--- config.mk ---
export PLATFORM = sky130hd
export DESIGN_NAME = multiply_unit
export DESIGN_NICKNAME = d
export VERILOG_FILES = /design/src/verilog/rv32m_pkg.sv /design/src/verilog/multiply_unit.sv /design/src/verilog/multiplier.sv /design/src/verilog/mul_partial_products.sv
export SDC_FILE = /design/constraint.sdc
export NUM_CORES = 2
export LEC_CHECK = 0
export ABC_AREA = 0
export ABC_CLOCK_PERIOD_IN_PS = 10200
export BUFFER_PORTS_ARGS = -buffer_cell sky130_fd_sc_hd__buf_2
export CELL_PAD_IN_SITES_DETAIL_PLACEMENT = 1
export CELL_PAD_IN_SITES_GLOBAL_PLACEMENT = 2
export CORE_MARGIN = 3
export CORE_UTILIZATION = 43
export DETAILED_ROUTE_END_ITERATION = 6
export PLACE_DENSITY = 0.9
export REMOVE_ABC_BUFFERS = 1
export SYNTH_ARGS = -nofsm -noshare
export SYNTH_HDL_FRONTEND = slang
export SYNTH_SLANG_ARGS = --single-unit
--- constraint.sdc ---
create_clock -name CLK -period 10.2 [get_ports CLK]
set_clock_uncertainty 0.05 [all_clocks]
set_input_delay 1.02 -clock CLK [delete_from_list [all_inputs] [get_ports CLK]]
set_output_delay 1.02 -clock CLK [all_outputs]
set_load 0.005 [all_outputs]
--- src/verilog/rv32m_pkg.sv ---
// Shared RV32M multiply definitions; the width is fixed at 32 bits by the ISA and the pipeline depth is fixed at 3
package rv32m_pkg;

  // Architectural register width
  localparam int WORD_W = 32;

  // Full product width before the high or low word is chosen
  localparam int PROD_W = 2 * WORD_W;

  // Number of register stages between issue and finished
  localparam int MUL_LATENCY = 3;

  // Operands get two fill bits so a 33-bit signed value splits into two 17-bit halves
  localparam int EXT_W  = WORD_W + 2;
  localparam int HALF_W = EXT_W / 2;  // Low half is unsigned, high half carries the sign

  // Signedness of the two multiplier operands, first operand named first
  typedef enum logic [1:0] {
    SIGNED_SIGNED     = 2'b00,
    UNSIGNED_UNSIGNED = 2'b01,
    SIGNED_UNSIGNED   = 2'b10,  // Only seen at decode since the unit swaps it away
    UNSIGNED_SIGNED   = 2'b11
  } sign_type_t;

  // funct3 codes of the multiply group under the M extension opcode
  typedef enum logic [2:0] {
    FUNCT_MUL    = 3'b000,
    FUNCT_MULH   = 3'b001,
    FUNCT_MULHSU = 3'b010,
    FUNCT_MULHU  = 3'b011
  } m_funct_t;

endpackage
--- src/verilog/multiply_unit.sv ---
// RV32M multiply unit; one operation at a time, funct3 and operands held until done, result shown for one cycle
`timescale 1ns/1ps

module multiply_unit (
  input  logic                         CLK,
  input  logic                         nRST,
  input  logic                         start,
  input  logic                         decode_done,
  input  rv32m_pkg::m_funct_t          funct3,
  input  logic [rv32m_pkg::WORD_W-1:0] rs1_data,
  input  logic [rv32m_pkg::WORD_W-1:0] rs2_data,
  output logic                         busy,
  output logic                         done,
  output logic [rv32m_pkg::WORD_W-1:0] wdata
);
  import rv32m_pkg::*;

  sign_type_t             op_sign;
  sign_type_t             mul_sign;
  logic                   high_sel;
  logic                   swap_ops;
  logic [WORD_W-1:0]      multiplicand;
  logic [WORD_W-1:0]      multiplier_op;
  logic                   pending;
  logic                   issue;
  logic [MUL_LATENCY-1:0] sel_line;
  logic                   finished;
  logic [PROD_W-1:0]      product;

  // Decode signedness and which half of the product the instruction wants
  always_comb begin
    op_sign  = SIGNED_SIGNED;
    high_sel = 1'b0;
    case (funct3)
      FUNCT_MUL: begin
        op_sign  = SIGNED_SIGNED;  // Low word is the same for any signedness
        high_sel = 1'b0;
      end
      FUNCT_MULH: begin
        op_sign  = SIGNED_SIGNED;
        high_sel = 1'b1;
      end
      FUNCT_MULHSU: begin
        op_sign  = SIGNED_UNSIGNED;
        high_sel = 1'b1;
      end
      FUNCT_MULHU: begin
        op_sign  = UNSIGNED_UNSIGNED;
        high_sel = 1'b1;
      end
      default: begin
        op_sign  = SIGNED_SIGNED;  // Unused codes behave like MUL
        high_sel = 1'b0;
      end
    endcase
  end

  // Signed rs1 by unsigned rs2 is turned around so the multiplier sees unsigned by signed
  assign swap_ops      = (op_sign == SIGNED_UNSIGNED);
  assign multiplicand  = swap_ops ? rs2_data : rs1_data;
  assign multiplier_op = swap_ops ? rs1_data : rs2_data;
  assign mul_sign      = swap_ops ? UNSIGNED_SIGNED : op_sign;

  // Pending stops a held start from issuing again until the core releases the unit
  always_ff @(posedge CLK, negedge nRST) begin
    if (!nRST) begin
      pending <= 1'b0;
    end else if (decode_done) begin
      pending <= 1'b0;  // Release wins over a new issue
    end else if (issue) begin
      pending <= 1'b1;
    end
  end

  assign issue = start & ~pending;  // High for exactly the issue cycle

  // The select follows the operation down the pipe and relies on funct3 staying put
  always_ff @(posedge CLK, negedge nRST) begin
    if (!nRST) begin
      sel_line <= '0;
    end else begin
      sel_line <= {sel_line[MUL_LATENCY-2:0], high_sel};
    end
  end

  // Early finish flag is not needed by this wrapper
  multiplier i_multiplier (
    .CLK           (CLK),
    .nRST          (nRST),
    .multiplicand  (multiplicand),
    .multiplier_op (multiplier_op),
    .is_signed     (mul_sign),
    .start         (issue),
    .finished      (finished),
    .next_finished (),
    .product       (product)
  );

  assign done  = finished;
  assign busy  = start & ~done;  // Low in the done cycle and high again while start is still held
  assign wdata = sel_line[MUL_LATENCY-1] ? product[PROD_W-1:WORD_W] : product[WORD_W-1:0];

endmodule

--- src/verilog/multiplier.sv ---
// Three-stage 33x33 signed multiplier keeping the low 64 product bits; one issue per edge is allowed
`timescale 1ns/1ps

module multiplier (
  input  logic                         CLK,
  input  logic                         nRST,
  input  logic [rv32m_pkg::WORD_W-1:0] multiplicand,
  input  logic [rv32m_pkg::WORD_W-1:0] multiplier_op,
  input  rv32m_pkg::sign_type_t        is_signed,
  input  logic                         start,
  output logic                         finished,
  output logic                         next_finished,
  output logic [rv32m_pkg::PROD_W-1:0] product
);
  import rv32m_pkg::*;

  logic                    s1_valid;
  logic [EXT_W-1:0]        pp_ll;
  logic signed [EXT_W-1:0] pp_lh;
  logic signed [EXT_W-1:0] pp_hl;
  logic signed [EXT_W-1:0] pp_hh;
  logic signed [EXT_W:0]   mid_sum;
  logic                    s2_valid;
  logic [EXT_W-1:0]        ll_q;
  logic signed [EXT_W:0]   mid_q;
  logic signed [EXT_W-1:0] hh_q;
  logic [PROD_W-1:0]       ll_ext;
  logic [PROD_W-1:0]       mid_ext;
  logic [PROD_W-1:0]       hh_ext;
  logic                    s3_valid;
  logic [PROD_W-1:0]       product_q;

  // Stage one builds the four cross products
  mul_partial_products i_pp (
    .CLK       (CLK),
    .nRST      (nRST),
    .in_valid  (start),
    .a_op      (multiplicand),
    .b_op      (multiplier_op),
    .is_signed (is_signed),
    .out_valid (s1_valid),
    .pp_ll     (pp_ll),
    .pp_lh     (pp_lh),
    .pp_hl     (pp_hl),
    .pp_hh     (pp_hh)
  );

  // Both middle terms share the 2^17 weight, so they add before alignment
  assign mid_sum = pp_lh + pp_hl;  // One extra bit absorbs the carry

  always_ff @(posedge CLK) begin
    if (s1_valid) begin
      ll_q  <= pp_ll;
      mid_q <= mid_sum;
      hh_q  <= pp_hh;
    end
  end

  // Everything is taken modulo 2^64 which gives the exact low product bits
  assign ll_ext  = {{(PROD_W-EXT_W){1'b0}}, ll_q};
  assign mid_ext = {{(PROD_W-EXT_W-1){mid_q[EXT_W]}}, mid_q} << HALF_W;
  assign hh_ext  = {{(PROD_W-EXT_W){hh_q[EXT_W-1]}}, hh_q} << EXT_W;  // High times high weighs 2^34

  always_ff @(posedge CLK) begin
    if (s2_valid) begin
      product_q <= ll_ext + mid_ext + hh_ext;
    end
  end

  // Each stage keeps its own valid so three operations can overlap
  always_ff @(posedge CLK, negedge nRST) begin
    if (!nRST) begin
      s2_valid <= 1'b0;
      s3_valid <= 1'b0;
    end else begin
      s2_valid <= s1_valid;
      s3_valid <= s2_valid;
    end
  end

  assign next_finished = s2_valid;  // One cycle ahead of the result
  assign finished      = s3_valid;
  assign product       = product_q;

endmodule

--- src/verilog/mul_partial_products.sv ---
// First multiplier stage; operands must be stable on the in_valid edge and products appear one edge later
`timescale 1ns/1ps

module mul_partial_products (
  input  logic                               CLK,
  input  logic                               nRST,
  input  logic                               in_valid,
  input  logic [rv32m_pkg::WORD_W-1:0]       a_op,
  input  logic [rv32m_pkg::WORD_W-1:0]       b_op,
  input  rv32m_pkg::sign_type_t              is_signed,
  output logic                               out_valid,
  output logic [rv32m_pkg::EXT_W-1:0]        pp_ll,
  output logic signed [rv32m_pkg::EXT_W-1:0] pp_lh,
  output logic signed [rv32m_pkg::EXT_W-1:0] pp_hl,
  output logic signed [rv32m_pkg::EXT_W-1:0] pp_hh
);
  import rv32m_pkg::*;

  logic                     a_signed;
  logic                     b_signed;
  logic [EXT_W-1:0]         a_ext;
  logic [EXT_W-1:0]         b_ext;
  logic [HALF_W-1:0]        a_lo;
  logic [HALF_W-1:0]        b_lo;
  logic signed [HALF_W-1:0] a_hi;
  logic signed [HALF_W-1:0] b_hi;
  logic [EXT_W-1:0]         ll_next;
  logic signed [EXT_W-1:0]  lh_next;
  logic signed [EXT_W-1:0]  hl_next;
  logic signed [EXT_W-1:0]  hh_next;

  // The first operand is signed for SS and SU, the second for SS and US
  assign a_signed = (is_signed == SIGNED_SIGNED) || (is_signed == SIGNED_UNSIGNED);
  assign b_signed = (is_signed == SIGNED_SIGNED) || (is_signed == UNSIGNED_SIGNED);

  // Unsigned operands get a zero fill so every case becomes a signed 34-bit value
  assign a_ext = {{(EXT_W-WORD_W){a_signed & a_op[WORD_W-1]}}, a_op};
  assign b_ext = {{(EXT_W-WORD_W){b_signed & b_op[WORD_W-1]}}, b_op};

  // Split each operand into a plain low half and a two's complement high half
  assign a_lo = a_ext[HALF_W-1:0];
  assign b_lo = b_ext[HALF_W-1:0];
  assign a_hi = a_ext[EXT_W-1:HALF_W];
  assign b_hi = b_ext[EXT_W-1:HALF_W];

  // Low times low never goes negative so it stays unsigned
  assign ll_next = a_lo * b_lo;

  // A zero bit in front of each low half keeps it positive in a signed product
  assign lh_next = $signed({1'b0, a_lo}) * b_hi;
  assign hl_next = a_hi * $signed({1'b0, b_lo});

  // Largest magnitude is (-2^16)^2 which still fits in 34 signed bits
  assign hh_next = a_hi * b_hi;

  always_ff @(posedge CLK, negedge nRST) begin
    if (!nRST) begin
      out_valid <= 1'b0;
    end else begin
      out_valid <= in_valid;  // Valid walks alongside its products
    end
  end

  // Product registers only load when a real operation enters
  always_ff @(posedge CLK) begin
    if (in_valid) begin
      pp_ll <= ll_next;
      pp_lh <= lh_next;
      pp_hl <= hl_next;
      pp_hh <= hh_next;
    end
  end

endmodule

==> impl_metrics.json <==
{
  "status": "completed",
  "cp_slowest_stage_delay_ps": 1030,
  "fill_cells": 13200,
  "tritoncts": "done",
  "clk_path_buf_depth": 3,
  "cts_setup_buffers": 0,
  "yosysTopAreaCell": "fa_1",
  "placementRows": 125,
  "grt-ovfl-total": 0,
  "period_share_pct": 84.8,
  "endpoint_kind": "flop",
  "synth_edf_count": 295,
  "crit_path_start_kind": "primary input",
  "cap_viol_max_count": 0,
  "drt_pre_antenna_iters": 5,
  "antenna_found_initial": 17,
  "crit_type": "in2reg",
  "worstPathRequired_ps": 10480,
  "hold_viol_final": 0,
  "synth_ff_type": "edfxtp_1",
  "syn_area_per_cell_um2": 9.53,
  "ys_types": 79,
  "gp_congestion": 0.946,
  "ys.warnings.count": 0,
  "critPathMostFrequentCell": "fa_1",
  "slowest_stage": "mux2i_2",
  "timing.final.crit_period_ps": 8650,
  "clock_latency_ps": 620,
  "crit_buf_inv": 6,
  "min_path_type": "in2async",
  "place_hpwl_mm": 142,
  "layout.nets": 6929,
  "post-route-util_pct": 47.2,
  "drt_iter0_markers": 2452,
  "synth.top_cells.by_area": "fa_1 35%, edfxtp_1 17%, ha_1 13%, inv_1 8.6%, nand2_1 4.8%",
  "post_drt_wl_per_cell_um": 24.4,
  "relSlewSlack_pct": 17.8,
  "tightest_slew_ps": 1210,
  "dieWidth_um": 351,
  "root_buffer": "clkbuf_16",
  "port_buffers": 104,
  "rsz0062_at_grt": "false",
  "final_max_slew_viol_count": 0,
  "die_area_um2": 123000,
  "wl_mm": 171,
  "via_per_inst": 5.46,
  "async_flop_share_pct": 2.32,
  "crit_arrival_ps": 8940,
  "clk_pin_slew_ps": 60,
  "coreArea_um2": 117000,
  "die_h_um": 351,
  "ys_seq_elements": 302,
  "area_delta_synth_final_pct": 8.10,
  "layout-drive-gt1-share_pct": 8.19,
  "drc": 0,
  "max_freq_mhz": 116,
  "antenna_left": 0,
  "syn_inst": 5366,
  "post_cts_resized": 0,
  "synth.top_cell.area_share_pct": 34.9,
  "hold_buffers": 0,
  "worstPathMaxFanout": 35,
  "finalSetupTns_ps": 0,
  "htreeDepth": 2,
  "grt_pass1_vias": 42500,
  "final-setup-viol-count": 0,
  "cts_buffers": 37,
  "syn_area_um2": 51100,
  "clock-sinks": 302,
  "multi_input_comb_area_um2": 37200,
  "start_util_pct": 43.6,
  "grt_max_degree": 73,
  "critical_path.top_delay_family": "adder cells",
  "num_vias": 38300,
  "grt_pass1_wl_mm": 260,
  "seq_area_frac_synth_pct": 17.7,
  "regArea_um2": 9040,
  "grtUsageTotal_pct": 28.5,
  "io_pins": 105
}
[layout by cell type (no fill, tap or decap), drive strengths merged, types with 6 or more instances in the layout]
cell type and count:
nand3 36, or2 8, clkinv 13, and2 30, a21o 83, o211ai 12, o31a 6, nor2 595
diode 6, xor2 44, a31oi 17, a21oi 147, o21a 29, mux2 94, and4 8, buf 219
nor2b 20, a21boi 7, and3 24, or3 10, a211o 7, o21bai 28, nand4 15, inv 1181
mux2i 65, dfrtp 7, nand2 651, xnor2 162, o31ai 10, edfxtp 295, nand2b 21, a211oi 17
a41oi 7, o21ai 79, clkbuf 47, fa 891, ha 511, nor3 37
[state kept, by name (all words and copies together), names as in the netlist]
register / count
i_multiplier.i_pp.pp_hh: 30
i_multiplier.i_pp.pp_ll: 34
pending: 1
i_multiplier.mid_q: 35
i_multiplier.i_pp.pp_hl: 34
i_multiplier.ll_q: 34
i_multiplier.product: 64
i_multiplier.finished: 1
i_multiplier.next_finished: 1
i_multiplier.hh_q: 30
i_multiplier.i_pp.pp_lh: 34
sel_line: 3
i_multiplier.i_pp.out_valid: 1
[worst paths after layout]
check	from	to	slack, ps	depth (start not counted)
worst max register to register	i_multiplier.ll_q[17]	i_multiplier.product[63]	3810	24
min in group CLK	sel_line[0]	sel_line[1]	300	0
max in group asynchronous	nRST	i_multiplier.i_pp.out_valid	9640	1
worst min register to register	sel_line[0]	sel_line[1]	300	0
worst min-delay path	nRST	pending	240	1
worst max-delay path	funct3[2]	i_multiplier.i_pp.pp_lh[33]	1550	27
[routing by layer]
layer / wire length [µm] / up-vias / share of wire [%] / global-route usage (%)
li1: - / 16800 / - / -
met2: 79700 / 1259 / 47 / 46.8
met5: 79 / - / 0.046 / 0
met3: 14200 / 264 / 8.3 / 6.50
met1: 70300 / 20000 / 41 / 37.2
met4: 6960 / 10 / 4.1 / 9.88
[synth_stat cells (all sizes together), types with 6 or more instances]
| library cell | instances |
|---|---|
| mux2 | 94 |
| a211o | 7 |
| nand2b | 21 |
| a21boi | 7 |
| buf | 27 |
| nor2 | 595 |
| a21oi | 147 |
| xor2 | 44 |
| a211oi | 17 |
| inv | 1176 |
| a21o | 83 |
| a41oi | 7 |
| o31ai | 10 |
| nor2b | 20 |
| o21a | 29 |
| and2 | 30 |
| xnor2 | 162 |
| ha | 511 |
| o21ai | 79 |
| or3 | 10 |
| edfxtp | 295 |
| dfrtp | 7 |
| clkbuf | 141 |
| mux2i | 65 |
| and3 | 24 |
| fa | 891 |
| or2 | 8 |
| nand4 | 15 |
| o21bai | 28 |
| a31oi | 17 |
| nor3 | 37 |
| o31a | 6 |
| and4 | 8 |
| nand3 | 36 |
| nand2 | 651 |
| o211ai | 12 |
[per-stage QoR]
step	setup slack [ps]	cell area (µm²)	std cells	hold WS [ps]
final	1550	55300	7015	243
after global routing	1260	55200	7009	223
after CTS	1690	55200	7009	214
after detailed placement	1090	54000	6941	286
after global placement	1170	54000	6941	283
after floorplan	-5510	50500	5198	281
[worst reg2reg max path, stage by stage (launching register included)]
cell and delay (ps):
edfxtp_1 360, ha_1 230, inv_1 80, fa_1 410, nor2b_1 140, o21a_1 150
o21a_1 170, o41a_1 170, a41oi_1 190, a211oi_1 340, o21ai_1 190, a21oi_2 440
nand3_1 170, xnor2_1 160, ha_1 330, o21ai_1 380, nor4_1 180, nor4_1 540
o31a_1 250, a21oi_1 130, a21oi_1 200, a21oi_1 120, nand4_1 110, nand2_1 70
xnor2_1 550
[cells by family after synthesis]
kind of cell / Yosys count / share of synthesized area [%]
flops: 302 / 17.7
buf+inv: 1346 / 9.91
xor+xnor: 206 / 3.54
fa+ha+maj: 1402 / 47.4
compound gates: 482 / 6.33
mux: 159 / 3.34
simple gates: 1469 / 11.8
[final cells by class]
cell class	count	area share, %
well taps	1524	3.45
multi-input cells	3718	67.3
repair buffers	219	2.55
inverters	1178	8.00
clock inverters	21	0.503
flip-flops and latches	302	16.4
diodes	6	0.0272
clock buffers	47	1.76
Power is left out: the tool's default activity adds up to more than one toggle a clock period on the data nets, which glitch-free logic cannot reach.
